**config.mk**
```make
export PLATFORM = sky130hd
export DESIGN_NAME = cache_manage
export DESIGN_NICKNAME = d
export VERILOG_FILES = /design/src/common/bus_pkg.sv /design/src/common/addr_map_pkg.sv /design/src/logic/addr_translate.sv /design/src/icache/icache.sv /design/src/dcache/dcache.sv /design/src/logic/bus_arbiter.sv /design/src/logic/cache_manage.sv
export SDC_FILE = /design/constraint.sdc
export NUM_CORES = 2
export LEC_CHECK = 0
export BUFFER_PORTS_ARGS = -buffer_cell sky130_fd_sc_hd__buf_2
export CAP_MARGIN = 20
export CORE_ASPECT_RATIO = 1.1
export CORE_UTILIZATION = 45
export DETAILED_ROUTE_END_ITERATION = 10
export PLACE_DENSITY_LB_ADDON = 0.15
export SETUP_SLACK_MARGIN = 0.15
export SLEW_MARGIN = 20
export SYNTH_ARGS = -nofsm -noshare
export SYNTH_HDL_FRONTEND = slang
export SYNTH_MEMORY_MAX_BITS = 65536
export SYNTH_SLANG_ARGS = --single-unit
```
**constraint.sdc**
```tcl
create_clock -name clk -period 4.5 [get_ports clk]
set_input_delay 0.225 -clock clk [delete_from_list [all_inputs] [get_ports clk]]
set_output_delay 0.225 -clock clk [all_outputs]
set_load 0.02 [all_outputs]
```
**src/common/bus_pkg.sv**
```systemverilog
package bus_pkg;

    // address and data width of every bus
    localparam int word_w = 32;

    // one strobe bit per byte lane
    localparam int strb_w = 4;

    // memory bus burst length, beats minus one
    localparam int len_w = 3;

    // beats in a cache line fill
    localparam int line_words = 4;

    localparam logic [len_w-1:0] len_single = '0;
    localparam logic [len_w-1:0] len_line = len_w'(line_words - 1);

endpackage

```
**src/common/addr_map_pkg.sv**
```systemverilog
package addr_map_pkg;

    // unmapped kernel segments
    localparam logic [31:0] kseg0_base = 32'h8000_0000;
    localparam logic [31:0] kseg1_base = 32'hA000_0000;
    localparam logic [31:0] kseg2_base = 32'hC000_0000;

    // config_k0 code that makes kseg0 cacheable
    localparam logic [2:0] k0_cached = 3'd3;

    // 16 lines of 16 bytes each
    localparam int index_w = 4;
    localparam int offset_w = 4;
    localparam int tag_w = 32 - index_w - offset_w;

    // word select inside a line
    localparam int word_sel_w = offset_w - 2;
    localparam int line_count = 1 << index_w;

endpackage

```
**src/logic/addr_translate.sv**
```systemverilog
`timescale 1ns/1ps

module addr_translate
    import bus_pkg::*;
    import addr_map_pkg::*;
(
    input  logic              ireq_valid,
    input  logic [word_w-1:0] ireq_addr,
    input  logic              dreq_valid,
    input  logic [word_w-1:0] dreq_addr,
    input  logic [strb_w-1:0] dreq_strb,
    input  logic [2:0]        config_k0,
    output logic              i_valid,
    output logic [word_w-1:0] i_paddr,
    output logic              i_uncached,
    output logic              d_valid,
    output logic [word_w-1:0] d_paddr,
    output logic              d_uncached,
    output logic              exc_adel,
    output logic              exc_ades
);
    logic d_misaligned;

    // kseg0 and kseg1 both map onto the low 512 MB
    function automatic logic [word_w-1:0] to_paddr(input logic [word_w-1:0] va);
        if (va >= kseg0_base && va < kseg2_base) begin
            return {3'b000, va[word_w-4:0]};
        end
        return va;
    endfunction

    function automatic logic is_uncached(input logic [word_w-1:0] va, input logic [2:0] k0);
        if (va >= kseg1_base && va < kseg2_base) begin
            return 1'b1;
        end
        if (va >= kseg0_base && va < kseg1_base) begin
            return k0 != k0_cached;
        end
        return 1'b0;
    endfunction

    // loads always move a full word, stores size by strobe count
    always_comb begin
        case ($countones(dreq_strb))
            0, 4: d_misaligned = dreq_addr[1:0] != 2'b00;
            2: d_misaligned = dreq_addr[0];
            default: d_misaligned = 1'b0;
        endcase
    end

    assign i_valid = ireq_valid;
    assign i_paddr = to_paddr(ireq_addr);
    assign i_uncached = is_uncached(ireq_addr, config_k0);

    // a faulting request never reaches the data cache
    assign d_valid = dreq_valid && !d_misaligned;
    assign d_paddr = to_paddr(dreq_addr);
    assign d_uncached = is_uncached(dreq_addr, config_k0);

    assign exc_adel = dreq_valid && d_misaligned && dreq_strb == '0;
    assign exc_ades = dreq_valid && d_misaligned && dreq_strb != '0;

endmodule

```
**src/icache/icache.sv**
```systemverilog
`timescale 1ns/1ps

module icache
    import bus_pkg::*;
    import addr_map_pkg::*;
(
    input  logic              clk,
    input  logic              rst_n,
    input  logic              req_valid,
    input  logic [word_w-1:0] req_paddr,
    input  logic              req_uncached,
    output logic              resp_data_ok,
    output logic [word_w-1:0] resp_data,
    output logic              creq_valid,
    output logic              creq_write,
    output logic [word_w-1:0] creq_addr,
    output logic [len_w-1:0]  creq_len,
    output logic [strb_w-1:0] creq_strb,
    output logic [word_w-1:0] creq_wdata,
    input  logic              cresp_ready,
    input  logic              cresp_last,
    input  logic [word_w-1:0] cresp_rdata
);
    logic [tag_w-1:0]      tag_q [line_count];
    logic [line_count-1:0] valid_q;
    logic [word_w-1:0]     data_q [line_count * line_words];
    logic [tag_w-1:0]      req_tag;
    logic [index_w-1:0]    req_index;
    logic [word_sel_w-1:0] req_word;
    logic [word_sel_w-1:0] beat_q;
    logic                  fill_q;
    logic                  hit;
    logic                  accept;
    logic                  beat_done;

    assign req_tag = req_paddr[word_w-1 -: tag_w];
    assign req_index = req_paddr[offset_w +: index_w];
    assign req_word = req_paddr[offset_w-1:2];
    assign hit = valid_q[req_index] && tag_q[req_index] == req_tag && !req_uncached;

    // the data_ok cycle still shows the old request
    assign accept = req_valid && !creq_valid && !resp_data_ok;
    assign beat_done = creq_valid && cresp_ready;

    // read-only port
    assign creq_write = 1'b0;
    assign creq_strb = '0;
    assign creq_wdata = '0;

    always_ff @(posedge clk) begin
        if (!rst_n) begin
            creq_valid <= 1'b0;
            resp_data_ok <= 1'b0;
            valid_q <= '0;
            beat_q <= '0;
            fill_q <= 1'b0;
        end else begin
            resp_data_ok <= 1'b0;
            if (accept && hit) begin
                resp_data_ok <= 1'b1;
            end else if (accept) begin
                creq_valid <= 1'b1;
                beat_q <= '0;
                fill_q <= !req_uncached;
            end
            if (beat_done) begin
                beat_q <= beat_q + 1'b1;
                if (cresp_last) begin
                    creq_valid <= 1'b0;
                    resp_data_ok <= 1'b1;
                    if (fill_q) begin
                        valid_q[req_index] <= 1'b1;
                    end
                end
            end
        end
    end

    always_ff @(posedge clk) begin
        if (accept && !req_uncached) begin
            creq_addr <= {req_paddr[word_w-1:offset_w], {offset_w{1'b0}}};
            creq_len <= len_line;
        end else if (accept) begin
            creq_addr <= {req_paddr[word_w-1:2], 2'b00};
            creq_len <= len_single;
        end
        if (accept && hit) begin
            resp_data <= data_q[{req_index, req_word}];
        end
        // fill runs from the line base, catch the wanted word on the way
        if (beat_done) begin
            if (fill_q) begin
                data_q[{req_index, beat_q}] <= cresp_rdata;
            end
            if (!fill_q || beat_q == req_word) begin
                resp_data <= cresp_rdata;
            end
            if (fill_q && cresp_last) begin
                tag_q[req_index] <= req_tag;
            end
        end
    end

    // core must hold the fetch until it is answered
    a_ok_with_valid: assert property (
        @(posedge clk) disable iff (!rst_n) resp_data_ok |-> req_valid
    );

endmodule

```
**src/dcache/dcache.sv**
```systemverilog
`timescale 1ns/1ps

module dcache
    import bus_pkg::*;
    import addr_map_pkg::*;
(
    input  logic              clk,
    input  logic              rst_n,
    input  logic              req_valid,
    input  logic [word_w-1:0] req_paddr,
    input  logic              req_uncached,
    input  logic [strb_w-1:0] req_strb,
    input  logic [word_w-1:0] req_wdata,
    output logic              resp_data_ok,
    output logic [word_w-1:0] resp_data,
    output logic              creq_valid,
    output logic              creq_write,
    output logic [word_w-1:0] creq_addr,
    output logic [len_w-1:0]  creq_len,
    output logic [strb_w-1:0] creq_strb,
    output logic [word_w-1:0] creq_wdata,
    input  logic              cresp_ready,
    input  logic              cresp_last,
    input  logic [word_w-1:0] cresp_rdata
);
    logic [tag_w-1:0]      tag_q [line_count];
    logic [line_count-1:0] valid_q;
    logic [word_w-1:0]     data_q [line_count * line_words];
    logic [tag_w-1:0]      req_tag;
    logic [index_w-1:0]    req_index;
    logic [word_sel_w-1:0] req_word;
    logic [word_sel_w-1:0] beat_q;
    logic                  fill_q;
    logic                  is_write;
    logic                  start_fill;
    logic                  tag_match;
    logic                  hit;
    logic                  accept;
    logic                  beat_done;

    assign req_tag = req_paddr[word_w-1 -: tag_w];
    assign req_index = req_paddr[offset_w +: index_w];
    assign req_word = req_paddr[offset_w-1:2];
    assign is_write = req_strb != '0;
    assign tag_match = valid_q[req_index] && tag_q[req_index] == req_tag;
    assign hit = tag_match && !req_uncached;

    // only cached reads allocate
    assign start_fill = !req_uncached && !is_write;
    assign accept = req_valid && !creq_valid && !resp_data_ok;
    assign beat_done = creq_valid && cresp_ready;

    always_ff @(posedge clk) begin
        if (!rst_n) begin
            creq_valid <= 1'b0;
            resp_data_ok <= 1'b0;
            valid_q <= '0;
            beat_q <= '0;
            fill_q <= 1'b0;
        end else begin
            resp_data_ok <= 1'b0;
            if (accept && hit && !is_write) begin
                resp_data_ok <= 1'b1;
            end else if (accept) begin
                creq_valid <= 1'b1;
                beat_q <= '0;
                fill_q <= start_fill;
            end
            if (beat_done) begin
                beat_q <= beat_q + 1'b1;
                if (cresp_last) begin
                    creq_valid <= 1'b0;
                    resp_data_ok <= 1'b1;
                    if (fill_q) begin
                        valid_q[req_index] <= 1'b1;
                    end
                end
            end
        end
    end

    always_ff @(posedge clk) begin
        if (accept) begin
            creq_write <= is_write;
            creq_strb <= req_strb;
            creq_wdata <= req_wdata;
            if (start_fill) begin
                creq_addr <= {req_paddr[word_w-1:offset_w], {offset_w{1'b0}}};
                creq_len <= len_line;
            end else begin
                creq_addr <= {req_paddr[word_w-1:2], 2'b00};
                creq_len <= len_single;
            end
        end
        // write-through, so a resident copy is patched in place
        if (accept && is_write && tag_match) begin
            for (int b = 0; b < strb_w; b++) begin
                if (req_strb[b]) begin
                    data_q[{req_index, req_word}][8*b +: 8] <= req_wdata[8*b +: 8];
                end
            end
        end else if (accept && hit) begin
            resp_data <= data_q[{req_index, req_word}];
        end
        if (beat_done) begin
            if (fill_q) begin
                data_q[{req_index, beat_q}] <= cresp_rdata;
            end
            if (!fill_q || beat_q == req_word) begin
                resp_data <= cresp_rdata;
            end
            if (fill_q && cresp_last) begin
                tag_q[req_index] <= req_tag;
            end
        end
    end

    // stores never burst
    a_write_single: assert property (
        @(posedge clk) disable iff (!rst_n)
        creq_valid && creq_write |-> creq_len == len_single && (!cresp_ready || cresp_last)
    );

endmodule

```
**src/logic/bus_arbiter.sv**
```systemverilog
`timescale 1ns/1ps

module bus_arbiter
    import bus_pkg::*;
(
    input  logic              clk,
    input  logic              rst_n,
    input  logic              ic_creq_valid,
    input  logic              ic_creq_write,
    input  logic [word_w-1:0] ic_creq_addr,
    input  logic [len_w-1:0]  ic_creq_len,
    input  logic [strb_w-1:0] ic_creq_strb,
    input  logic [word_w-1:0] ic_creq_wdata,
    output logic              ic_cresp_ready,
    output logic              ic_cresp_last,
    output logic [word_w-1:0] ic_cresp_rdata,
    input  logic              dc_creq_valid,
    input  logic              dc_creq_write,
    input  logic [word_w-1:0] dc_creq_addr,
    input  logic [len_w-1:0]  dc_creq_len,
    input  logic [strb_w-1:0] dc_creq_strb,
    input  logic [word_w-1:0] dc_creq_wdata,
    output logic              dc_cresp_ready,
    output logic              dc_cresp_last,
    output logic [word_w-1:0] dc_cresp_rdata,
    output logic              creq_valid,
    output logic              creq_write,
    output logic [word_w-1:0] creq_addr,
    output logic [len_w-1:0]  creq_len,
    output logic [strb_w-1:0] creq_strb,
    output logic [word_w-1:0] creq_wdata,
    input  logic              cresp_ready,
    input  logic              cresp_last,
    input  logic [word_w-1:0] cresp_rdata
);
    logic busy_q;
    logic grant_dc_q;
    logic grant_dc;
    logic burst_end;

    // data side wins a fresh arbitration, then the grant sticks
    assign grant_dc = busy_q ? grant_dc_q : dc_creq_valid;
    assign burst_end = creq_valid && cresp_ready && cresp_last;

    always_ff @(posedge clk) begin
        if (!rst_n) begin
            busy_q <= 1'b0;
            grant_dc_q <= 1'b0;
        end else begin
            busy_q <= creq_valid && !burst_end;
            grant_dc_q <= grant_dc;
        end
    end

    assign {creq_valid, creq_write, creq_addr, creq_len, creq_strb, creq_wdata} = grant_dc
        ? {dc_creq_valid, dc_creq_write, dc_creq_addr, dc_creq_len, dc_creq_strb, dc_creq_wdata}
        : {ic_creq_valid, ic_creq_write, ic_creq_addr, ic_creq_len, ic_creq_strb, ic_creq_wdata};

    // loser sees no beats
    assign dc_cresp_ready = grant_dc && cresp_ready;
    assign dc_cresp_last = grant_dc && cresp_last;
    assign ic_cresp_ready = !grant_dc && cresp_ready;
    assign ic_cresp_last = !grant_dc && cresp_last;
    assign dc_cresp_rdata = cresp_rdata;
    assign ic_cresp_rdata = cresp_rdata;

    // a burst in flight keeps its master, so the forwarded request stays put
    a_grant_locked: assert property (
        @(posedge clk) disable iff (!rst_n)
        creq_valid && !burst_end |=> creq_valid && $stable(creq_addr) && $stable(creq_len)
    );

endmodule

```
**src/logic/cache_manage.sv**
```systemverilog
`timescale 1ns/1ps

module cache_manage
    import bus_pkg::*;
(
    input  logic              clk,
    input  logic              rst_n,
    input  logic              ireq_valid,
    input  logic [word_w-1:0] ireq_addr,
    output logic              iresp_data_ok,
    output logic [word_w-1:0] iresp_data,
    input  logic              dreq_valid,
    input  logic [word_w-1:0] dreq_addr,
    input  logic [strb_w-1:0] dreq_strb,
    input  logic [word_w-1:0] dreq_wdata,
    output logic              dresp_data_ok,
    output logic [word_w-1:0] dresp_data,
    output logic              exc_adel,
    output logic              exc_ades,
    output logic              creq_valid,
    output logic              creq_write,
    output logic [word_w-1:0] creq_addr,
    output logic [len_w-1:0]  creq_len,
    output logic [strb_w-1:0] creq_strb,
    output logic [word_w-1:0] creq_wdata,
    input  logic              cresp_ready,
    input  logic              cresp_last,
    input  logic [word_w-1:0] cresp_rdata,
    input  logic [2:0]        config_k0
);
    // translated requests
    logic              i_valid, i_uncached, d_valid, d_uncached;
    logic [word_w-1:0] i_paddr, d_paddr;

    // per-cache memory bus ports
    logic              ic_creq_valid, ic_creq_write, ic_cresp_ready, ic_cresp_last;
    logic [word_w-1:0] ic_creq_addr, ic_creq_wdata, ic_cresp_rdata;
    logic [len_w-1:0]  ic_creq_len;
    logic [strb_w-1:0] ic_creq_strb;
    logic              dc_creq_valid, dc_creq_write, dc_cresp_ready, dc_cresp_last;
    logic [word_w-1:0] dc_creq_addr, dc_creq_wdata, dc_cresp_rdata;
    logic [len_w-1:0]  dc_creq_len;
    logic [strb_w-1:0] dc_creq_strb;

    addr_translate translate (.*);

    icache icache (
        .clk,
        .rst_n,
        .req_valid(i_valid),
        .req_paddr(i_paddr),
        .req_uncached(i_uncached),
        .resp_data_ok(iresp_data_ok),
        .resp_data(iresp_data),
        .creq_valid(ic_creq_valid),
        .creq_write(ic_creq_write),
        .creq_addr(ic_creq_addr),
        .creq_len(ic_creq_len),
        .creq_strb(ic_creq_strb),
        .creq_wdata(ic_creq_wdata),
        .cresp_ready(ic_cresp_ready),
        .cresp_last(ic_cresp_last),
        .cresp_rdata(ic_cresp_rdata)
    );

    dcache dcache (
        .clk,
        .rst_n,
        .req_valid(d_valid),
        .req_paddr(d_paddr),
        .req_uncached(d_uncached),
        .req_strb(dreq_strb),
        .req_wdata(dreq_wdata),
        .resp_data_ok(dresp_data_ok),
        .resp_data(dresp_data),
        .creq_valid(dc_creq_valid),
        .creq_write(dc_creq_write),
        .creq_addr(dc_creq_addr),
        .creq_len(dc_creq_len),
        .creq_strb(dc_creq_strb),
        .creq_wdata(dc_creq_wdata),
        .cresp_ready(dc_cresp_ready),
        .cresp_last(dc_cresp_last),
        .cresp_rdata(dc_cresp_rdata)
    );

    bus_arbiter cbus_arbiter (.*);

endmodule

```
# Word-level counts from Yosys, hierarchy flattened
# Memory sizes are Yosys's and may differ from the RTL's.
# Index checks and enable logic that the tools add are counted.
[totals] word_cells=212 in_bits=141 ff_bits=212 out_inout_bits=141 ramBits=4864 mem_count=4
[classes] n_lt_le_gt_ge=12 eq_ne=9 bitwise_logic=4 reduce_logical=67 mux=88 addsub=5
[mem_list] memory="dcache.data_q" words=64 word_bits=32 read_ports=1 rd_ports_with_merged_regs=0 write_ports=1 line="dcache.sv:28" rtl="logic [word_w-1:0] data_q [line_count * line_words];"
[mem_list] memory="icache.data_q" words=64 word_bits=32 read_ports=1 rd_ports_with_merged_regs=0 write_ports=1 line="icache.sv:26" rtl="logic [word_w-1:0] data_q [line_count * line_words];"
[mem_list] memory="dcache.tag_q" words=16 word_bits=24 read_ports=1 rd_ports_with_merged_regs=0 write_ports=1 line="dcache.sv:26" rtl="logic [tag_w-1:0] tag_q [line_count];"
[mem_list] memory="icache.tag_q" words=16 word_bits=24 read_ports=1 rd_ports_with_merged_regs=0 write_ports=1 line="icache.sv:24" rtl="logic [tag_w-1:0] tag_q [line_count];"
[op_table] op="2-to-1 mux 32 bit" count=14
[op_table] op=">= comparator 32 bit, second input constant" count=4
[op_table] op="< comparator 32 bit, second input constant" count=4
[op_table] op="2-to-1 mux 73 bit" count=1
[op_table] op="2-to-1 mux 1 bit" count=59
[op_table] op="== test 24 bit" count=2
[op_table] op="logical AND 1 bit" count=38
[op_table] op="adder 32 bit" count=1
[op_table] op="== test 32 x 2 -> 1 bit, second input constant" count=1
[op_table] op="== test 32 x 3 -> 1 bit, second input constant" count=1
[op_table] op="zero test 32 bit" count=1
[op_table] op="bitwise OR 16 bit" count=2
[op_table] op="OR reduction 32 bit" count=1
[op_table] op="2-to-1 mux 2 bit" count=7
[op_table] op="zero test 1 bit" count=12
[op_table] op="< comparator 4 x 5 -> 1 bit, second input constant" count=2
[op_table] op="binary-select mux 1 bit (select 4 bit)" count=2
[op_table] op="demux 1 bit (select 4 bit)" count=2
[op_table] op=">= comparator 4 x 1 -> 1 bit, second input constant" count=2
[op_table] op="AND reduction 2 bit" count=4
[op_table] op="nonzero test 2 bit" count=4
[op_table] op="2-to-1 mux 6 bit" count=1
[op_table] op="AND reduction 3 bit" count=2
[op_table] op="adder 1 x 1 -> 2 bit" count=2
[op_table] op="other kinds (11)" count=16

# Logic depth before layout (Yosys ltp)
[depth] depth_word=14 ltp_mapped=16

# Modules after synthesis
# Synthesis repeated with hierarchy kept, for this count alone.
[unflattened] cells_unflattened=9141 area_unflattened_um2=199625.2
[by_module_without_submodules] mod="dcache" area_per_inst_um2=100189.8 n_inst=1 seq_area_each_um2=76133.0 cells_each=4534
[by_module_without_submodules] mod="icache" area_per_inst_um2=97324.6 n_inst=1 seq_area_each_um2=74991.9 cells_each=4365
[by_module_without_submodules] mod="bus_arbiter" area_per_inst_um2=1477.7 n_inst=1 seq_area_each_um2=40.0 cells_each=158
[by_module_without_submodules] mod="addr_translate" area_per_inst_um2=633.1 n_inst=1 seq_area_each_um2=0.0 cells_each=84

# Least setup slack after synthesis
# No wires, ideal clock.
[synth_path] path_kind="input to register" startpoint="in ireq_addr[4]" endpoint="mem icache.data_q[17][0], enable pin" path_buffers=10 arrival_time_ns=4.460 stages=11 path_slack_ns=-0.421 path_cell_list="buf_2 > buf_2 > buf_2 > buf_2 > buf_2 > buf_2 > buf_2 > buf_2 > buf_1 > clkbuf_1 > nor3_1"
[synth_via] elab_chain_cells=4 elab_cells_between_ends=6 classes_between="order compare: 2; mux: 3; reduce/logical: 1"
[synth_lines] element="start: declaration" line="cache_manage.sv:9" rtl="input logic [word_w-1:0] ireq_addr,"
[synth_lines] element=">= comparator 32 bit / < comparator 32 bit (equally long branches)" line="addr_translate.sv:26" rtl="if (va >= kseg0_base && va < kseg2_base) begin"
[synth_lines] element="logical AND 1 bit" line="addr_translate.sv:26"
[synth_lines] element="2-to-1 mux 1 bit" line="addr_translate.sv:26"
[synth_lines] element="2-to-1 mux 32 bit *" line="addr_translate.sv:29" rtl="return va;"
[synth_lines] element="end: declaration" line="icache.sv:26"
# Mark *: on every way between the ends. The rest lies on a longest branch, timed or not. The select of a mux whose other input is x is not followed.

# Worst setup path after layout
[layout_path] startpoint="in dreq_strb[0]" endpoint="mem dcache.data_q[26][22], enable pin"
[layout_via] elab_chain_cells=14 elab_cells_between_ends=17 classes_between="add/sub: 2; eq/ne: 2; mux: 4; reduce/logical: 9"
[layout_lines] element="start: declaration" line="cache_manage.sv:14" rtl="input logic [strb_w-1:0] dreq_strb,"
[layout_lines] element="adder 1 x 1 -> 2 bit (not written as such)" line="addr_translate.sv:44" rtl="case ($countones(dreq_strb))"
[layout_lines] element="adder 32 bit (not written as such)" line="addr_translate.sv:44"
[layout_lines] element="== test 32 x 3 -> 1 bit / zero test 32 bit (equally long branches)" line="addr_translate.sv:44"
[layout_lines] element="OR reduction 2 bit" line="addr_translate.sv:44"
[layout_lines] element="one-hot mux 1 bit (2 select lines)" line="addr_translate.sv:44"
[layout_lines] element="zero test 1 bit" line="addr_translate.sv:56" rtl="assign d_valid = dreq_valid && !d_misaligned;"
[layout_lines] element="logical AND 1 bit" line="addr_translate.sv:56"
[layout_lines] element="logical AND 1 bit (2 in series)" line="dcache.sv:50" rtl="assign accept = req_valid && !creq_valid && !resp_data_ok;"
[layout_lines] element="logical AND 1 bit * (2 in series)" line="dcache.sv:96" rtl="if (accept && is_write && tag_match) begin"
[layout_lines] element="2-to-1 mux 1 bit *" line="dcache.sv:96"
[layout_lines] element="2-to-1 mux 1 bit (not written as such) *" line="dcache.sv:99" rtl="data_q[{req_index, req_word}][8*b +: 8] <= req_wdata[8*b +: 8];"
[layout_lines] element="2-to-1 mux 4 bit (no line) *"
[layout_lines] element="end: declaration" line="dcache.sv:28"
# Mark *: on every way between the ends. The rest lies on a longest branch, timed or not.

==> results by group <==
Run status
  – Status: completed

Clocking
  – Clk pin slew, worst setup/hold paths: 0.06 ns
  – Clock latency at the later pin of the worst-skew pair: 1.09 ns
  – Clock buffer depth: 4
  – CTS tree: done
  – TritonCTS buffer count: 524
  – H-Tree Depth: 6
  – Clock Root Buffer: clkbuf_16
  – # clock sinks: 5071

Timing
  – Final Max Tran Viols: 0
  – Relative slew slack: 18.8%
  – Number of endpoints failing setup at the final stage: 0
  – Final Hold Fails: 0
  – RSZ-0062 raised after global routing: no
  – Final min period: 4.24 ns
  – Fmax: 236 MHz
  – Final period utilization: 94.3%
  – Worst hold slack: 0.0481 ns
  – Setup TNS: 0 ns
  – Max Clock Skew: 0.0806 ns
  – Slew @ Worst Pin: 1.21 ns

Finish
  – Nets: 10400
  – # fillers: 33400
  – Register cell area after layout: 151000 um2
  – Area of the multi-input gates: 45600 um2
  – Layout cells sized above 1: 33.4%
  – Post-route insts no fill: 16500
  – Synth-to-layout area growth: 17.5%
  – Core Util, Final: 53.2%

Die
  – Die Width: 634 um
  – Core Area: 436000 um2
  – DIE AREA: 442000 um2
  – Io pins: 282
  – FP Rows: 254
  – Die Ht: 697 um
  – Starting density of the core: 45.3%

Worst setup path
  – Worst endpoint required time: 5.24 ns
  – R2r startpoint: cbus_arbiter.grant_dc_q$_SDFF_PN0_
  – Worst setup path end: dcache.data_q[26][22]$_DFFE_PP_
  – Crit path from: dreq_strb[0]
  – R2R Setup Slk: 0.45 ns
  – WS Path Type: input port to register
  – Levels on crit path: 19
  – CP bufs+invs: 8
  – Most frequent CP cell: buf_12
  – Worst-path fanout max: 12
  – Slowest stage delay, CP: 0.58 ns
  – Critical-path top delay cell: or4b_4
  – Crit path max-delay family: simple AND/OR/NAND/NOR gates
  – WP data arrival: 4.98 ns
  – R2r worst-path depth: 8
  – Crit. End Element: register
  – R2R Path End: dcache.data_q[35][20]$_DFFE_PP_
  – CP Cell Sequence: buf_2 -> dlygate4sd3_1 -> buf_4 -> ha_1 -> inv_1 -> fa_1 -> o21ai_1 -> a21oi_1 -> or4b_4 -> or4_1 -> nor4_2 -> nand4b_1 -> nor4b_4 -> buf_12 -> a41oi_4 -> buf_12 -> buf_12 -> nor3_4 -> buf_4
  – Critical Path Source Type: input port

Power
  – Share of power burned in registers: 51.4%
  – Leakage: 74.9 nW
  – Comb power frac: 6.7%
  – Maximum VDD drop: 0.000449 V
  – Clock power share: 41.9%
  – Psw: 0.0234 W
  – Sw frac: 22.8%
  – Power Density: 442 nW/um2
  – Total chip power: 0.103 W
  – Internal Power: 0.0792 W

GRT
  – Vias in the first global route: 102000
  – GRT Resource Usage Total: 26.5%
  – GR Util met3: 4.38%
  – Largest net degree at the start of global routing: 96
  – Global-route wire length before repair: 820000 um
  – Initial antenna violation count: 38
  – GR peak layer: met2
  – GRT Residual Overflow: 0
  – GR Util met2: 43.4%
  – GRT met1 Usage: 36.3%

Route
  – Final ANT Viol Nets: 0
  – Starting DRT DRC Count: 12900
  – Initial DRT Pass Iterations: 6
  – DRC viols: 0
  – WL/cell: 35.7 um
  – DR vias: 101000
  – Drt total wl: 589000 um
  – Vias per std cell: 6.12

Synth
  – Synth top area share: 75.4%
  – Predominant post-synthesis flop cell: edfxtp_1
  – Leading post-synthesis cells by instance count: 4960 x edfxtp_1, 1312 x mux4_2, 329 x nand2_1
  – Sequential area share after synthesis: 76.5%
  – Synth Cell Area: 198000 um2
  – Post-synth ARST share: 0%
  – Area leader, netlist: edfxtp_1
  – Yosys warns: 0
  – Top post-synthesis cells by area: edfxtp_1 75%, mux4_2 15%, mux2i_1 1.6%, dfxtp_1 1.1%, nand2_1 0.63%
  – Number of synthesized register bits: 5071
  – Post-synthesis cell type count: 82
  – Synth Instances: 9084
  – Post-Syn Area per Cell: 21.7 um2
  – Post-synth EDFFs: 4960
  – Leading cell type by number of instances after synthesis: edfxtp_1

Placement
  – Hpwl dp: 368000 um
  – Gpl congestion: 0.896
  – Port Buffer Count: 276
  – Placed Cells: 15400

Min path
  – Worst hold path type: input port to register

Run
  – Max-Cap Viols: 0
## state kept, by name (all words and copies together), names as in the netlist, 4 cells and up
| name | count |
|---|---|
| dcache.creq_addr | 30 |
| dcache.creq_strb | 4 |
| dcache.creq_wdata | 32 |
| dcache.data_q | 2048 |
| dcache.resp_data | 32 |
| dcache.tag_q | 384 |
| dcache.valid_q | 16 |
| icache.creq_addr | 30 |
| icache.data_q | 2048 |
| icache.resp_data | 32 |
| icache.tag_q | 384 |
| icache.valid_q | 16 |
## layout make-up
class / count / area share, %
timing repair buffer: 1222 / 4.75
sequential: 5071 / 65.1
multi-input combinational: 3438 / 19.6
clock inverter: 274 / 1.13
antenna: 29 / 0.0313
inverter: 35 / 0.0641
tap: 5760 / 3.10
clock buffer: 678 / 6.16
## worst reg2reg max path, delay by kind of cell, from the launching register on
family | cells | cell delay (ns)
mux | 1 | 0.33
flops | 1 | 0.38
simple gates | 6 | 2.81
buf+inv | 1 | 0.22
## worst min path at each step
stage	startpoint	cells after the start	to
detailed placement	dreq_wdata[12]	1	dcache.creq_wdata[12]$_DFFE_PP_
finish	dreq_wdata[31]	2	dcache.creq_wdata[31]$_DFFE_PP_
global route	cresp_rdata[28]	2	icache.data_q[62][28]$_DFFE_PP_
CTS	dreq_wdata[31]	2	dcache.creq_wdata[31]$_DFFE_PP_
floorplan	dreq_addr[10]	0	dcache.creq_addr[10]$_DFFE_PP_
global placement	dreq_wdata[14]	1	dcache.creq_wdata[14]$_DFFE_PP_
## power groups by stage
stage | Sequential [W] | Combinational [W] | Clock (W)
6_report | 0.0527 | 0.00684 | 0.0430
5_1_grt | 0.0527 | 0.00716 | 0.0453
4_1_cts | 0.0527 | 0.00687 | 0.0436
3_5_place_dp | 0.0537 | 0.00675 | 0
3_3_place_gp | 0.0537 | 0.00671 | 0
2_1_floorplan | 0.0537 | 0.00324 | 0
## per-layer routing
metal	part of all wire [%]	wire length [um]
met1	39	230000
met2	49	288000
met3	8.0	47100
met4	4.1	24400
met5	0.012	69
## kinds of logic after synthesis
family	after synthesis	synth area share, %
multiplexers	1724	17.1
buffers and inverters	577	1.30
AO/OA/AOI/OAI	602	2.13
XOR/XNOR	48	0.213
flip-flops	5071	76.5
adder cells (fa/ha/maj)	6	0.0418
AND/OR/NAND/NOR	1055	2.69
other	1	0.00190
## layout by cell type (no fill, tap or decap), types with 134 or more instances in the layout
cell type and n:
mux4_2 1312, edfxtp_1 4960, nor2_1 178, buf_4 627
buf_2 263, clkbuf_16 538, buf_12 164, mux2i_1 316
nand2_1 288, dlygate4sd3_1 157, o21ai_0 134
## stage by stage
step                worst slack (ns)  area [um2]
finish                         0.258      232000
floorplan                     -0.421      198000
detailed placement            -0.481      214000
global route                   0.154      232000
CTS                            0.180      232000
global placement              -0.424      214000
## timing repair
item / CTS / global route
endpoints found under the setup margin: 0 / 1316
endpoints found under the hold margin: 2635 / 0
buffers inserted: 0 / 3
gates resized for setup: 0 / 3
hold buffers: 157 / 0
(Power assumes the default switching activity.)
